**src/hdl/riscv_pkg.sv**
```systemverilog
package riscv_pkg;

    // ============================================================
    // base rv32 widths
    // ============================================================

    localparam int XLEN       = 32;   // integer register width
    localparam int REG_ADDR_W = 5;    // x0..x31

    // data word for register values, pcs and csr contents
    typedef logic [XLEN-1:0] xlen_t;

    // integer register index
    typedef logic [REG_ADDR_W-1:0] reg_addr_t;

    // ============================================================
    // register file sizing
    // ============================================================

    // 32 for rv32i, 16 gives an rv32e sized file
    localparam int NUM_REGS_DEFAULT = 32;

endpackage
```
**src/hdl/dbg_pkg.sv**
```systemverilog
package dbg_pkg;

    import riscv_pkg::*;

    // ============================================================
    // abstract register numbers
    // ============================================================

    typedef logic [15:0] ar_addr_t;

    localparam ar_addr_t CSR_MSTATUS = 16'h0300;
    localparam ar_addr_t CSR_MISA    = 16'h0301;
    localparam ar_addr_t CSR_DCSR    = 16'h07b0;
    localparam ar_addr_t CSR_DPC     = 16'h07b1;
    localparam ar_addr_t AR_GPR_BASE = 16'h1000;   // x0, gprs follow in order

    // read-only words, no backing register
    localparam xlen_t MSTATUS_VALUE = 32'h0000_1800;   // mpp = machine
    localparam xlen_t MISA_VALUE    = 32'h4000_0100;   // mxl = 32, I only

    // ============================================================
    // dcsr fields
    // ============================================================

    typedef logic [2:0] halt_cause_t;

    localparam halt_cause_t CAUSE_EBREAK  = 3'd1;
    localparam halt_cause_t CAUSE_HALTREQ = 3'd3;

    localparam logic [3:0] DCSR_XDEBUGVER = 4'd4;   // external debug support

    // halt/resume states
    typedef enum logic [1:0] {
        ST_RUNNING,
        ST_HALTING,   // waiting for the pipeline to drain
        ST_HALTED,
        ST_RESUMING   // single cycle, acks the resume
    } dbg_state_e;

endpackage

```
**src/hdl/core_debug_unit.sv**
```systemverilog
`timescale 1ns/10ps

module core_debug_unit import riscv_pkg::*, dbg_pkg::*; #(
    parameter int NUM_REGS = NUM_REGS_DEFAULT
)(
    input  logic      clk,
    input  logic      reset_n,
    // retire side
    input  logic      retire_valid_i,
    input  xlen_t     retire_pc_i,
    input  logic      retire_jump_i,
    input  xlen_t     retire_target_i,
    input  logic      ebreak_i,
    input  logic      pipe_empty_i,
    // write-back and core read
    input  logic      wb_en_i,
    input  reg_addr_t wb_addr_i,
    input  xlen_t     wb_data_i,
    input  reg_addr_t core_raddr_i,
    output xlen_t     core_rdata_o,
    // debugger
    input  logic      haltreq_i,
    input  logic      resumereq_i,
    output logic      running_o,
    output logic      halted_o,
    output logic      resumeack_o,
    output xlen_t     resume_pc_o,
    input  logic      ar_en_i,
    input  logic      ar_wr_i,
    input  ar_addr_t  ar_addr_i,
    input  xlen_t     ar_wdata_i,
    output xlen_t     ar_rdata_o,
    output logic      ar_done_o
);

    xlen_t     dpc;
    xlen_t     dcsr;
    logic      dpc_we;
    logic      gpr_we;
    reg_addr_t gpr_addr;
    xlen_t     ar_wdata;   // shared by dpc and gpr writes
    xlen_t     gpr_rdata;

    // ============================================================
    // halt control, access decode, register file
    // ============================================================

    dbg_halt_fsm u_dbg_halt_fsm (
        .clk             (clk),
        .reset_n         (reset_n),
        .haltreq_i       (haltreq_i),
        .resumereq_i     (resumereq_i),
        .ebreak_i        (ebreak_i),
        .retire_valid_i  (retire_valid_i),
        .retire_jump_i   (retire_jump_i),
        .pipe_empty_i    (pipe_empty_i),
        .retire_pc_i     (retire_pc_i),
        .retire_target_i (retire_target_i),
        .dpc_we_i        (dpc_we),
        .dpc_wdata_i     (ar_wdata),
        .running_o       (running_o),
        .halted_o        (halted_o),
        .resumeack_o     (resumeack_o),
        .dpc_o           (dpc),
        .dcsr_o          (dcsr),
        .resume_pc_o     (resume_pc_o)
    );

    abstract_reg_access #(
        .NUM_REGS (NUM_REGS)
    ) u_abstract_reg_access (
        .ar_en_i     (ar_en_i),
        .ar_wr_i     (ar_wr_i),
        .ar_addr_i   (ar_addr_i),
        .ar_wdata_i  (ar_wdata_i),
        .ar_rdata_o  (ar_rdata_o),
        .ar_done_o   (ar_done_o),
        .halted_i    (halted_o),
        .dpc_i       (dpc),
        .dcsr_i      (dcsr),
        .gpr_rdata_i (gpr_rdata),
        .dpc_we_o    (dpc_we),
        .gpr_we_o    (gpr_we),
        .gpr_addr_o  (gpr_addr),
        .wdata_o     (ar_wdata)
    );

    gpr_file #(
        .NUM_REGS (NUM_REGS)
    ) u_gpr_file (
        .clk          (clk),
        .reset_n      (reset_n),
        .wb_en_i      (wb_en_i),
        .wb_addr_i    (wb_addr_i),
        .wb_data_i    (wb_data_i),
        .core_raddr_i (core_raddr_i),
        .core_rdata_o (core_rdata_o),
        .dbg_we_i     (gpr_we),
        .dbg_addr_i   (gpr_addr),
        .dbg_wdata_i  (ar_wdata),
        .dbg_rdata_o  (gpr_rdata),
        .halted_i     (halted_o)   // blocks write-back while halted
    );

endmodule

```
**src/hdl/abstract_reg_access.sv**
```systemverilog
`timescale 1ns/10ps

module abstract_reg_access import riscv_pkg::*, dbg_pkg::*; #(
    parameter int NUM_REGS = NUM_REGS_DEFAULT
)(
    // debugger access port
    input  logic      ar_en_i,
    input  logic      ar_wr_i,
    input  ar_addr_t  ar_addr_i,
    input  xlen_t     ar_wdata_i,
    output xlen_t     ar_rdata_o,
    output logic      ar_done_o,
    // from the halt fsm
    input  logic      halted_i,
    input  xlen_t     dpc_i,
    input  xlen_t     dcsr_i,
    // register file
    input  xlen_t     gpr_rdata_i,
    output logic      dpc_we_o,
    output logic      gpr_we_o,
    output reg_addr_t gpr_addr_o,
    output xlen_t     wdata_o
);

    ar_addr_t gpr_offset;   // number relative to x0
    logic     is_gpr;
    logic     wr_ok;

    // ============================================================
    // address decode
    // ============================================================

    assign gpr_offset = ar_addr_i - AR_GPR_BASE;
    assign is_gpr     = (ar_addr_i >= AR_GPR_BASE) && (int'(gpr_offset) < NUM_REGS);
    assign gpr_addr_o = gpr_offset[REG_ADDR_W-1:0];

    // read mux
    always_comb begin
        if (is_gpr) begin
            ar_rdata_o = gpr_rdata_i;
        end else begin
            case (ar_addr_i)
                CSR_DCSR:    ar_rdata_o = dcsr_i;
                CSR_DPC:     ar_rdata_o = dpc_i;
                CSR_MSTATUS: ar_rdata_o = MSTATUS_VALUE;
                CSR_MISA:    ar_rdata_o = MISA_VALUE;
                default:     ar_rdata_o = '0;   // unmapped
            endcase
        end
    end

    // ============================================================
    // writes, only while halted
    // ============================================================

    assign wr_ok    = ar_en_i && ar_wr_i && halted_i;
    assign dpc_we_o = wr_ok && (ar_addr_i == CSR_DPC);
    assign gpr_we_o = wr_ok && is_gpr;   // x0 dropped in the file
    assign wdata_o  = ar_wdata_i;

    // every access completes in the cycle it is presented
    assign ar_done_o = ar_en_i;

endmodule

```
**src/hdl/dbg_halt_fsm.sv**
```systemverilog
`timescale 1ns/10ps

module dbg_halt_fsm import riscv_pkg::*, dbg_pkg::*; (
    input  logic  clk,
    input  logic  reset_n,
    // debugger requests
    input  logic  haltreq_i,
    input  logic  resumereq_i,
    // retire side of the core
    input  logic  ebreak_i,
    input  logic  retire_valid_i,
    input  logic  retire_jump_i,
    input  logic  pipe_empty_i,
    input  xlen_t retire_pc_i,
    input  xlen_t retire_target_i,
    // dpc write from abstract access
    input  logic  dpc_we_i,
    input  xlen_t dpc_wdata_i,
    // status
    output logic  running_o,
    output logic  halted_o,
    output logic  resumeack_o,
    output xlen_t dpc_o,
    output xlen_t dcsr_o,
    output xlen_t resume_pc_o
);

    localparam logic [1:0] PRV_M = 2'b11;

    dbg_state_e  state_q;
    xlen_t       next_pc_q;   // pc of the first instruction not yet retired
    xlen_t       next_pc_d;
    xlen_t       dpc_q;
    halt_cause_t cause_q;

    // ============================================================
    // next pc from the retire stream
    // ============================================================

    always_comb begin
        next_pc_d = next_pc_q;
        if (retire_valid_i && !ebreak_i) begin
            next_pc_d = retire_jump_i ? retire_target_i : retire_pc_i + 32'd4;
        end
    end

    // ============================================================
    // halt / resume state machine
    // ============================================================

    always_ff @(posedge clk or negedge reset_n) begin
        if (!reset_n) begin
            state_q   <= ST_RUNNING;
            next_pc_q <= '0;
            dpc_q     <= '0;
            cause_q   <= '0;
        end else begin
            case (state_q)
                ST_RUNNING: begin
                    if (retire_valid_i && ebreak_i) begin
                        state_q <= ST_HALTING;
                        dpc_q   <= retire_pc_i;   // ebreak itself is not executed
                        cause_q <= CAUSE_EBREAK;
                    end else begin
                        next_pc_q <= next_pc_d;
                        if (haltreq_i) begin
                            state_q <= ST_HALTING;
                            dpc_q   <= next_pc_d;
                            cause_q <= CAUSE_HALTREQ;
                        end
                    end
                end
                ST_HALTING: begin
                    next_pc_q <= next_pc_d;   // pipeline still draining
                    if (cause_q == CAUSE_HALTREQ) begin
                        dpc_q <= next_pc_d;
                    end
                    if (pipe_empty_i) begin
                        state_q <= ST_HALTED;
                    end
                end
                ST_HALTED: begin
                    if (dpc_we_i) begin
                        dpc_q <= dpc_wdata_i;
                    end
                    if (resumereq_i) begin
                        state_q <= ST_RESUMING;
                    end
                end
                ST_RESUMING: begin
                    next_pc_q <= dpc_q;   // core restarts at dpc
                    state_q   <= ST_RUNNING;
                end
                default: state_q <= ST_RUNNING;
            endcase
        end
    end

    assign running_o   = (state_q == ST_RUNNING);
    assign halted_o    = (state_q == ST_HALTED);
    assign resumeack_o = (state_q == ST_RESUMING);

    // xdebugver | cause | prv
    assign dcsr_o      = {DCSR_XDEBUGVER, 19'b0, cause_q, 4'b0, PRV_M};
    assign dpc_o       = dpc_q;
    assign resume_pc_o = dpc_q;

endmodule

```
**src/hdl/gpr_file.sv**
```systemverilog
`timescale 1ns/10ps

module gpr_file import riscv_pkg::*; #(
    parameter int NUM_REGS = NUM_REGS_DEFAULT
)(
    input  logic      clk,
    input  logic      reset_n,
    // core write-back
    input  logic      wb_en_i,
    input  reg_addr_t wb_addr_i,
    input  xlen_t     wb_data_i,
    // core read
    input  reg_addr_t core_raddr_i,
    output xlen_t     core_rdata_o,
    // debugger side
    input  logic      dbg_we_i,
    input  reg_addr_t dbg_addr_i,
    input  xlen_t     dbg_wdata_i,
    output xlen_t     dbg_rdata_o,
    input  logic      halted_i
);

    xlen_t regs [NUM_REGS];

    // x0 and indices past the end are never written
    function automatic logic writable(input reg_addr_t addr);
        return (addr != '0) && (int'(addr) < NUM_REGS);
    endfunction

    function automatic logic readable(input reg_addr_t addr);
        return (addr != '0) && (int'(addr) < NUM_REGS);
    endfunction

    // ============================================================
    // write ports
    // ============================================================

    always_ff @(posedge clk or negedge reset_n) begin
        if (!reset_n) begin
            for (int i = 0; i < NUM_REGS; i++) begin
                regs[i] <= '0;
            end
        end else if (dbg_we_i) begin   // debugger wins
            if (writable(dbg_addr_i)) begin
                regs[dbg_addr_i] <= dbg_wdata_i;
            end
        end else if (wb_en_i && !halted_i && writable(wb_addr_i)) begin
            regs[wb_addr_i] <= wb_data_i;   // core frozen while halted
        end
    end

    // read ports, combinational
    assign core_rdata_o = readable(core_raddr_i) ? regs[core_raddr_i] : '0;
    assign dbg_rdata_o  = readable(dbg_addr_i) ? regs[dbg_addr_i] : '0;

endmodule

```
**config.mk**
```make
export PLATFORM = sky130hd
export DESIGN_NAME = core_debug_unit
export DESIGN_NICKNAME = d
export VERILOG_FILES = /design/src/hdl/riscv_pkg.sv /design/src/hdl/dbg_pkg.sv /design/src/hdl/core_debug_unit.sv /design/src/hdl/abstract_reg_access.sv /design/src/hdl/dbg_halt_fsm.sv /design/src/hdl/gpr_file.sv
export SDC_FILE = /design/constraint.sdc
export NUM_CORES = 2
export LEC_CHECK = 0
export ABC_AREA = 0
export BUFFER_PORTS_ARGS = -buffer_cell sky130_fd_sc_hd__buf_4
export CAP_MARGIN = 20
export CORE_ASPECT_RATIO = 1.1
export CORE_MARGIN = 2
export CORE_UTILIZATION = 39
export CTS_CLUSTER_DIAMETER = 50
export DETAILED_ROUTE_END_ITERATION = 10
export GPL_TIMING_DRIVEN = 0
export SLEW_MARGIN = 20
export SYNTH_ARGS = -nofsm -noshare
export SYNTH_HDL_FRONTEND = slang
export SYNTH_HIERARCHICAL = 1
export SYNTH_SLANG_ARGS = --single-unit
export TNS_END_PERCENT = 10
```
**constraint.sdc**
```tcl
create_clock -name clk -period 4 [get_ports clk]
set_input_delay 0.8 -clock clk [delete_from_list [all_inputs] [get_ports clk]]
set_output_delay 0.8 -clock clk [all_outputs]
set_load 0.05 [all_outputs]
```
[Yosys cells after proc, flatten, opt, wreduce, memory -nomap -nowiden]
Cells that the tools add are included.
Cells by class
  $add $sub $neg: 2
  order comparisons: 7
  equal/unequal tests: 15
  mux-type cells: 35
  bitwise operators: 3
  reduce and logical (&&, ||, !) cells: 26
Operators with widths (number)
  two-way mux 1024 bit: 3
  bitwise mux 1024 bit: 2
  two-way mux 32 bit: 16
  binary-select mux 32 bit (select 5 bit): 2
  demux 32 bit (select 5 bit): 2
  one-hot mux 32 bit (3 select lines): 2
  one-hot mux 32 bit (4 select lines): 1
  adder 32 x 3 -> 32 bit, second input constant: 1
  equality test 16 x 10 -> 1 bit, second input constant: 2
  equality test 16 x 11 -> 1 bit, second input constant: 2
  >= comparator 6 bit, second input constant: 3
  NOT 5 -> 6 bit: 3
  >= comparator 16 x 13 -> 1 bit, second input constant: 1
  less-than comparator 16 x 6 -> 1 bit, second input constant: 1
  subtractor 16 x 13 -> 16 bit, second input constant: 1
  nonzero test 5 bit: 3
  less-than comparator 6 x 1 -> 1 bit, second input constant: 2
  logical AND 1 bit: 11
  two-way mux 2 bit: 4
  != test 2 bit, second input constant: 4
  one-hot mux 2 bit (4 select lines): 1
  two-way mux 3 bit: 2
  AND reduction 2 bit: 3
  nonzero test 3 bit: 2
  10 further kinds: 14
Word-level totals
  register bits after elaboration: 1093
  input port bits: 165
  output and inout port bits: 100
  word-level logic and storage cells: 124

[Logic depth before layout (Yosys ltp)]
  word-level depth: 9
  mapped depth: 12
  depth with buffers taken out: 10

[Cells and area by module]
Netlist, hierarchy kept.
By module, submodules not included
  gpr_file: instances 1, cells each 4954, area each 63997.6 sq um, seq. area each 25624.6 sq um
  dbg_halt_fsm: instances 1, cells each 754, area each 5813.1 sq um, seq. area each 1701.6 sq um
  abstract_reg_access: instances 1, cells each 140, area each 1066.0 sq um, seq. area each 0.0 sq um

[Worst setup path after synthesis]
Ideal clock, no wire load.
  path kind: input port to output port
  start: input core_raddr_i[0]
  end: output core_rdata_o[15]
  arrival: 3.277 ns
  data required time: 3.200 ns
  setup slack: -0.077 ns
  stages: 7
  buffers on the path: 4
  cell sequence: buf_2 > inv_1 > buf_2 > buf_1 > clkbuf_1 > o2111ai_1 > a311oi_1
On the way
  word-level cells in the longest chain between the ends: 5
  elaborated cells between the ends (all ways): 6
  classes of those cells: mux: 4; bitwise: 1; reduce/logical: 1
Ends and longest elaborated chain
  start: declaration: RTL line core_debug_unit.sv:19  | input reg_addr_t core_raddr_i,
  NOT 5 -> 6 bit (not written as such): RTL line gpr_file.sv:53  | assign core_rdata_o = readable(core_raddr_i) ? regs[core_raddr_i] : '0;
  binary-select mux 32 bit (select 5 bit): RTL line gpr_file.sv:53
  two-way mux 32 bit (not written as such) (2 in series): RTL line gpr_file.sv:53
  two-way mux 32 bit *: RTL line gpr_file.sv:53
  end: declaration: RTL line core_debug_unit.sv:20  | output xlen_t core_rdata_o,
Mark *: on every way between the ends. The rest lies on a longest branch, timed or not. The select of a mux whose other input is x is not followed.

[Final worst setup path]
  start: input ar_addr_i[1]
  end: output ar_rdata_o[22]
On the way
  word-level cells in the longest chain between the ends: 7
  elaborated cells between the ends (all ways): 16
  classes of those cells: add/sub: 1; order compare: 2; eq/ne: 4; mux: 6; bitwise: 1; reduce/logical: 2
Ends and longest elaborated chain
  start: declaration: RTL line core_debug_unit.sv:30  | input ar_addr_t ar_addr_i,
  subtractor 16 x 13 -> 16 bit *: RTL line abstract_reg_access.sv:33  | assign gpr_offset = ar_addr_i - AR_GPR_BASE;
  via gpr_addr[1]: RTL line core_debug_unit.sv:40  | reg_addr_t gpr_addr;
  NOT 5 -> 6 bit (not written as such): RTL line gpr_file.sv:54  | assign dbg_rdata_o = readable(dbg_addr_i) ? regs[dbg_addr_i] : '0;
  binary-select mux 32 bit (select 5 bit): RTL line gpr_file.sv:54
  two-way mux 32 bit (not written as such) (2 in series): RTL line gpr_file.sv:54
  two-way mux 32 bit *: RTL line gpr_file.sv:54
  via gpr_rdata[22]: RTL line core_debug_unit.sv:42  | xlen_t gpr_rdata;
  two-way mux 32 bit *: RTL line abstract_reg_access.sv:39  | if (is_gpr) begin
  end: declaration: RTL line core_debug_unit.sv:32  | output xlen_t ar_rdata_o,
The timed path passes the listed nets; every way through them passes the cells marked *. The select of a mux whose other input is x is not followed.

==> flow_summary.toml <==
[die]
ios = 265
die-area_um2 = 185000
die_y_um = 451
die_w_um = 410
coreArea_um2 = 181000
initial_core_util = 0.392
rows = 164

[place]
post-place-ws_ns = -2.49
dp_hpwl_um = 290000
placed_cell_area_um2 = 76300
gpl.final_weighted_congestion = 1.08
io_buffers = 226

[power_and_ir_drop]
p_int_mw = 22.3
p_per_area_nw_per_um2 = 394
clkPwrFrac = 0.407
power_frac_comb = 0.239
ir_drop_mv = 0.339
sw_frac_of_total = 0.348
p_total_mw = 34.2
seqPwrFrac = 0.354
leakagePower_nw = 36.0
p_switching_mw = 11.9

[worst_setup_path]
required_ns = 3.20
slowest_stage = "mux4_2"
crit_arrival_ns = 3.69
crit_cells = 11
slowest_delay_ns = 0.50
crit_fanout = 7
critPathBufInv = 6
critPathKind = "primary input to output port"
critPathCaptureType = "output port"
critPathTopFamily = "compound AO/OA/AOI/OAI gates"
crit_path_cell_trace = "buf_12 -> buf_8 -> buf_12 -> buf_12 -> clkbuf_16 -> mux4_2 -> a22o_4 -> a221oi_4 -> a31oi_4 -> a221o_1 -> buf_6"
ff2ff_path_depth = 11
cpMostUsedCell = "buf_12"
start_kind = "primary input"

[sta]
drv_slew = 0
hold_viol = 0
tightest_slew_ns = 1.41
period_share = 1.12
fin_tns_setup_ns = -26.78
finClkSkew_ns = 0.0318
fin_crit_ns = 4.49
slew_headroom = 0.0595
setup_ws_ns = -0.488
setup_viol_count_final = 314
rsz0062_at_grt = "true"
max_freq_mhz = 223

[route]
vias = 68200
drt_iter0_drc = 12100
viasPerCell = 7.61
dr.pass1.iters = 8
detail-route-antenna-nets = 0
drc = 0
post_drt_wl_per_cell_um = 46.6
drt_wl_total_um = 418000

[synth]
syn_area_per_cell_um2 = 12.1
synth_top_area_share = 0.386
async_flop_share = 1.00
seq_area_frac_synth = 0.386
synth-seq-cells = 1092
synthCells = 5848
synth-edff-count = 0
synth_cell_types = 98
netlist_top_cells_area = "dfrtp_1 (39%), mux4_2 (15%), mux2_2 (13%)"
synth_top_area_cell = "dfrtp_1"
yosysWarnings = 6
synthFlopType = "dfrtp_1"
netlist_area_um2 = 70900

[global_routing]
overflow = 0
grt_pass1_wl_um = 556000
grt_usage = 0.438
grt_max_degree = 139
grt_antenna_before_repair = 36
grt_pass1_vias = 64500

[min_path]
worstHoldPathCells = 3
hold_path.class = "primary input to flip-flop"

[layout]
areaGrowthSynthToFinish_pct = 22.6
fin_util = 0.480
drive_above_1_share = 0.441
fillers = 16300
layout_common_cells = "dfrtp_1 (1092), o22ai_1 (997), mux2_2 (810)"
final_cell_area_um2 = 86900
layout_commonest_cell = "dfrtp_1"
nets = 6590

[job]
max-cap-violations = 0

[clock_network]
clock_sinks = 1092
cts_root_buf = "clkbuf_16"
cts_buffer_depth = 3
h-tree-depth = 4
clk_pin_slew_ns = 0.06
numCtsBuffers = 145
clock_latency_ns = 0.86
cts_tree = "built"

[status]
violations = "setup timing"
status = "finished with violations"
-- per-layer routing --
layer  up-vias  track usage  routed length [µm]  part of all wire
met2      7079        0.598              166000              0.40
met3      2327        0.252               69600              0.17
met4        48        0.350               44800              0.11
met5         -       0.0408                1370            0.0033
met1     34500        0.492              136000              0.33
li1      24300            -                   -                 -
-- final cells by class --
cell class	instances	area, µm²	area share
diodes	24	60.1	0.000691
flip-flops and latches	1092	27300	0.315
repair buffers	409	4230	0.0487
inverters	14	52.6	0.000605
multi-input cells	3878	40600	0.467
well taps	2407	3010	0.0347
clock inverters	80	975	0.0112
clock buffers	188	4010	0.0462
plain buffers	879	6640	0.0764
-- state kept, by name, summed over array words and instances, names as in the netlist --
| signal | count |
|---|---|
| u_dbg_halt_fsm/state_q | 2 |
| u_dbg_halt_fsm/dpc_o | 32 |
| u_gpr_file/regs | 1024 |
| u_dbg_halt_fsm/next_pc_q | 32 |
| u_dbg_halt_fsm/cause_q | 2 |
-- worst paths after layout --
kind	from	endpoint	slack, ns
min in group asynchronous	reset_n	u_gpr_file/regs[226]$_DFFE_PN0P_	0.56
worst max register to register	u_dbg_halt_fsm/state_q[0]$_DFFE_PN0P_	u_gpr_file/regs[209]$_DFFE_PN0P_	0.06
worst min-delay path	ar_wdata_i[23]	u_dbg_halt_fsm/dpc_o[23]$_DFFE_PN0P_	0.26
max in group asynchronous	reset_n	u_gpr_file/regs[954]$_DFFE_PN0P_	1.25
worst max-delay path	ar_addr_i[1]	ar_rdata_o[22]	-0.49
worst min register to register	u_gpr_file/regs[1016]$_DFFE_PN0P_	u_gpr_file/regs[1016]$_DFFE_PN0P_	0.47
-- cells by family (layout without fill, tap and decap cells) --
logic type	count (synthesis)	after routing	synth area share
xor gates and xnor gates	16	16	0.00208
muxes	1583	1583	0.337
AOI/OAI and AO/OA	1648	1648	0.161
adders and majority gates	6	6	0.00106
other	2	54	0.000106
DFF	1092	1092	0.386
and+or+nand+nor	595	595	0.0429
buffers and inverters	906	1570	0.0699
-- power by group through the flow --
stage | Sequential (mW) | Clock [mW] | Combinational [mW]
after CTS | 12.1 | 13.9 | 7.65
after detailed placement | 12.3 | 0 | 7.25
after global routing | 12.1 | 14.4 | 8.27
final | 12.1 | 13.9 | 8.18
after global placement | 12.3 | 0 | 7.16
after floorplan | 12.0 | 0 | 4.22
-- tightest hold or removal path, stage by stage --
cell and delay (ns):
buf_4 0.11, nand3_1 0.06, nand4_1 0.09
-- Yosys cell counts (8+ instances only) --
master / number
nand2_1: 242
a22oi_1: 102
nor2_1: 73
nor2b_1: 42
and3b_1: 8
nor3_1: 43
nand2b_1: 12
buf_8: 31
clkbuf_1: 562
a221o_1: 32
mux4_2: 480
or3_1: 13
buf_4: 110
a211oi_1: 41
o2bb2ai_4: 12
o31ai_1: 8
dfrtp_1: 1092
o21ai_0: 116
xor2_1: 10
o211ai_1: 9
buf_1: 19
buf_2: 104
and2_1: 8
nand3_1: 32
a22o_1: 36
a31o_4: 18
nand4_1: 11
a221oi_1: 63
and3_1: 42
o22ai_1: 997
a31oi_1: 41
a21oi_1: 56
mux2_4: 200
mux2_1: 18
a311oi_1: 34
mux2_2: 810
nand3b_1: 8
buf_6: 47
o2111ai_1: 8
inv_1: 13
nor4_1: 11
buf_12: 19
mux2i_1: 75
-- metrics by stage --
step / hold WS (ns) / std cells
3_5_place_dp: 0.466 / 8528
5_1_grt: 0.272 / 8956
3_3_place_gp: 0.453 / 8509
4_1_cts: 0.242 / 8878
2_1_floorplan: 0.439 / 5876
6_report: 0.265 / 8971
-- what timing repair did --
action                     in CTS  in global routing
hold endpoints to repair       73                  0
gates cloned                    9                  3
pin swaps                      73                 86
setup endpoints to repair    1065                875
gates resized for setup       671                265
setup buffers                  79                 76
hold buffers                    1                  0
(Power assumes the default switching activity.)
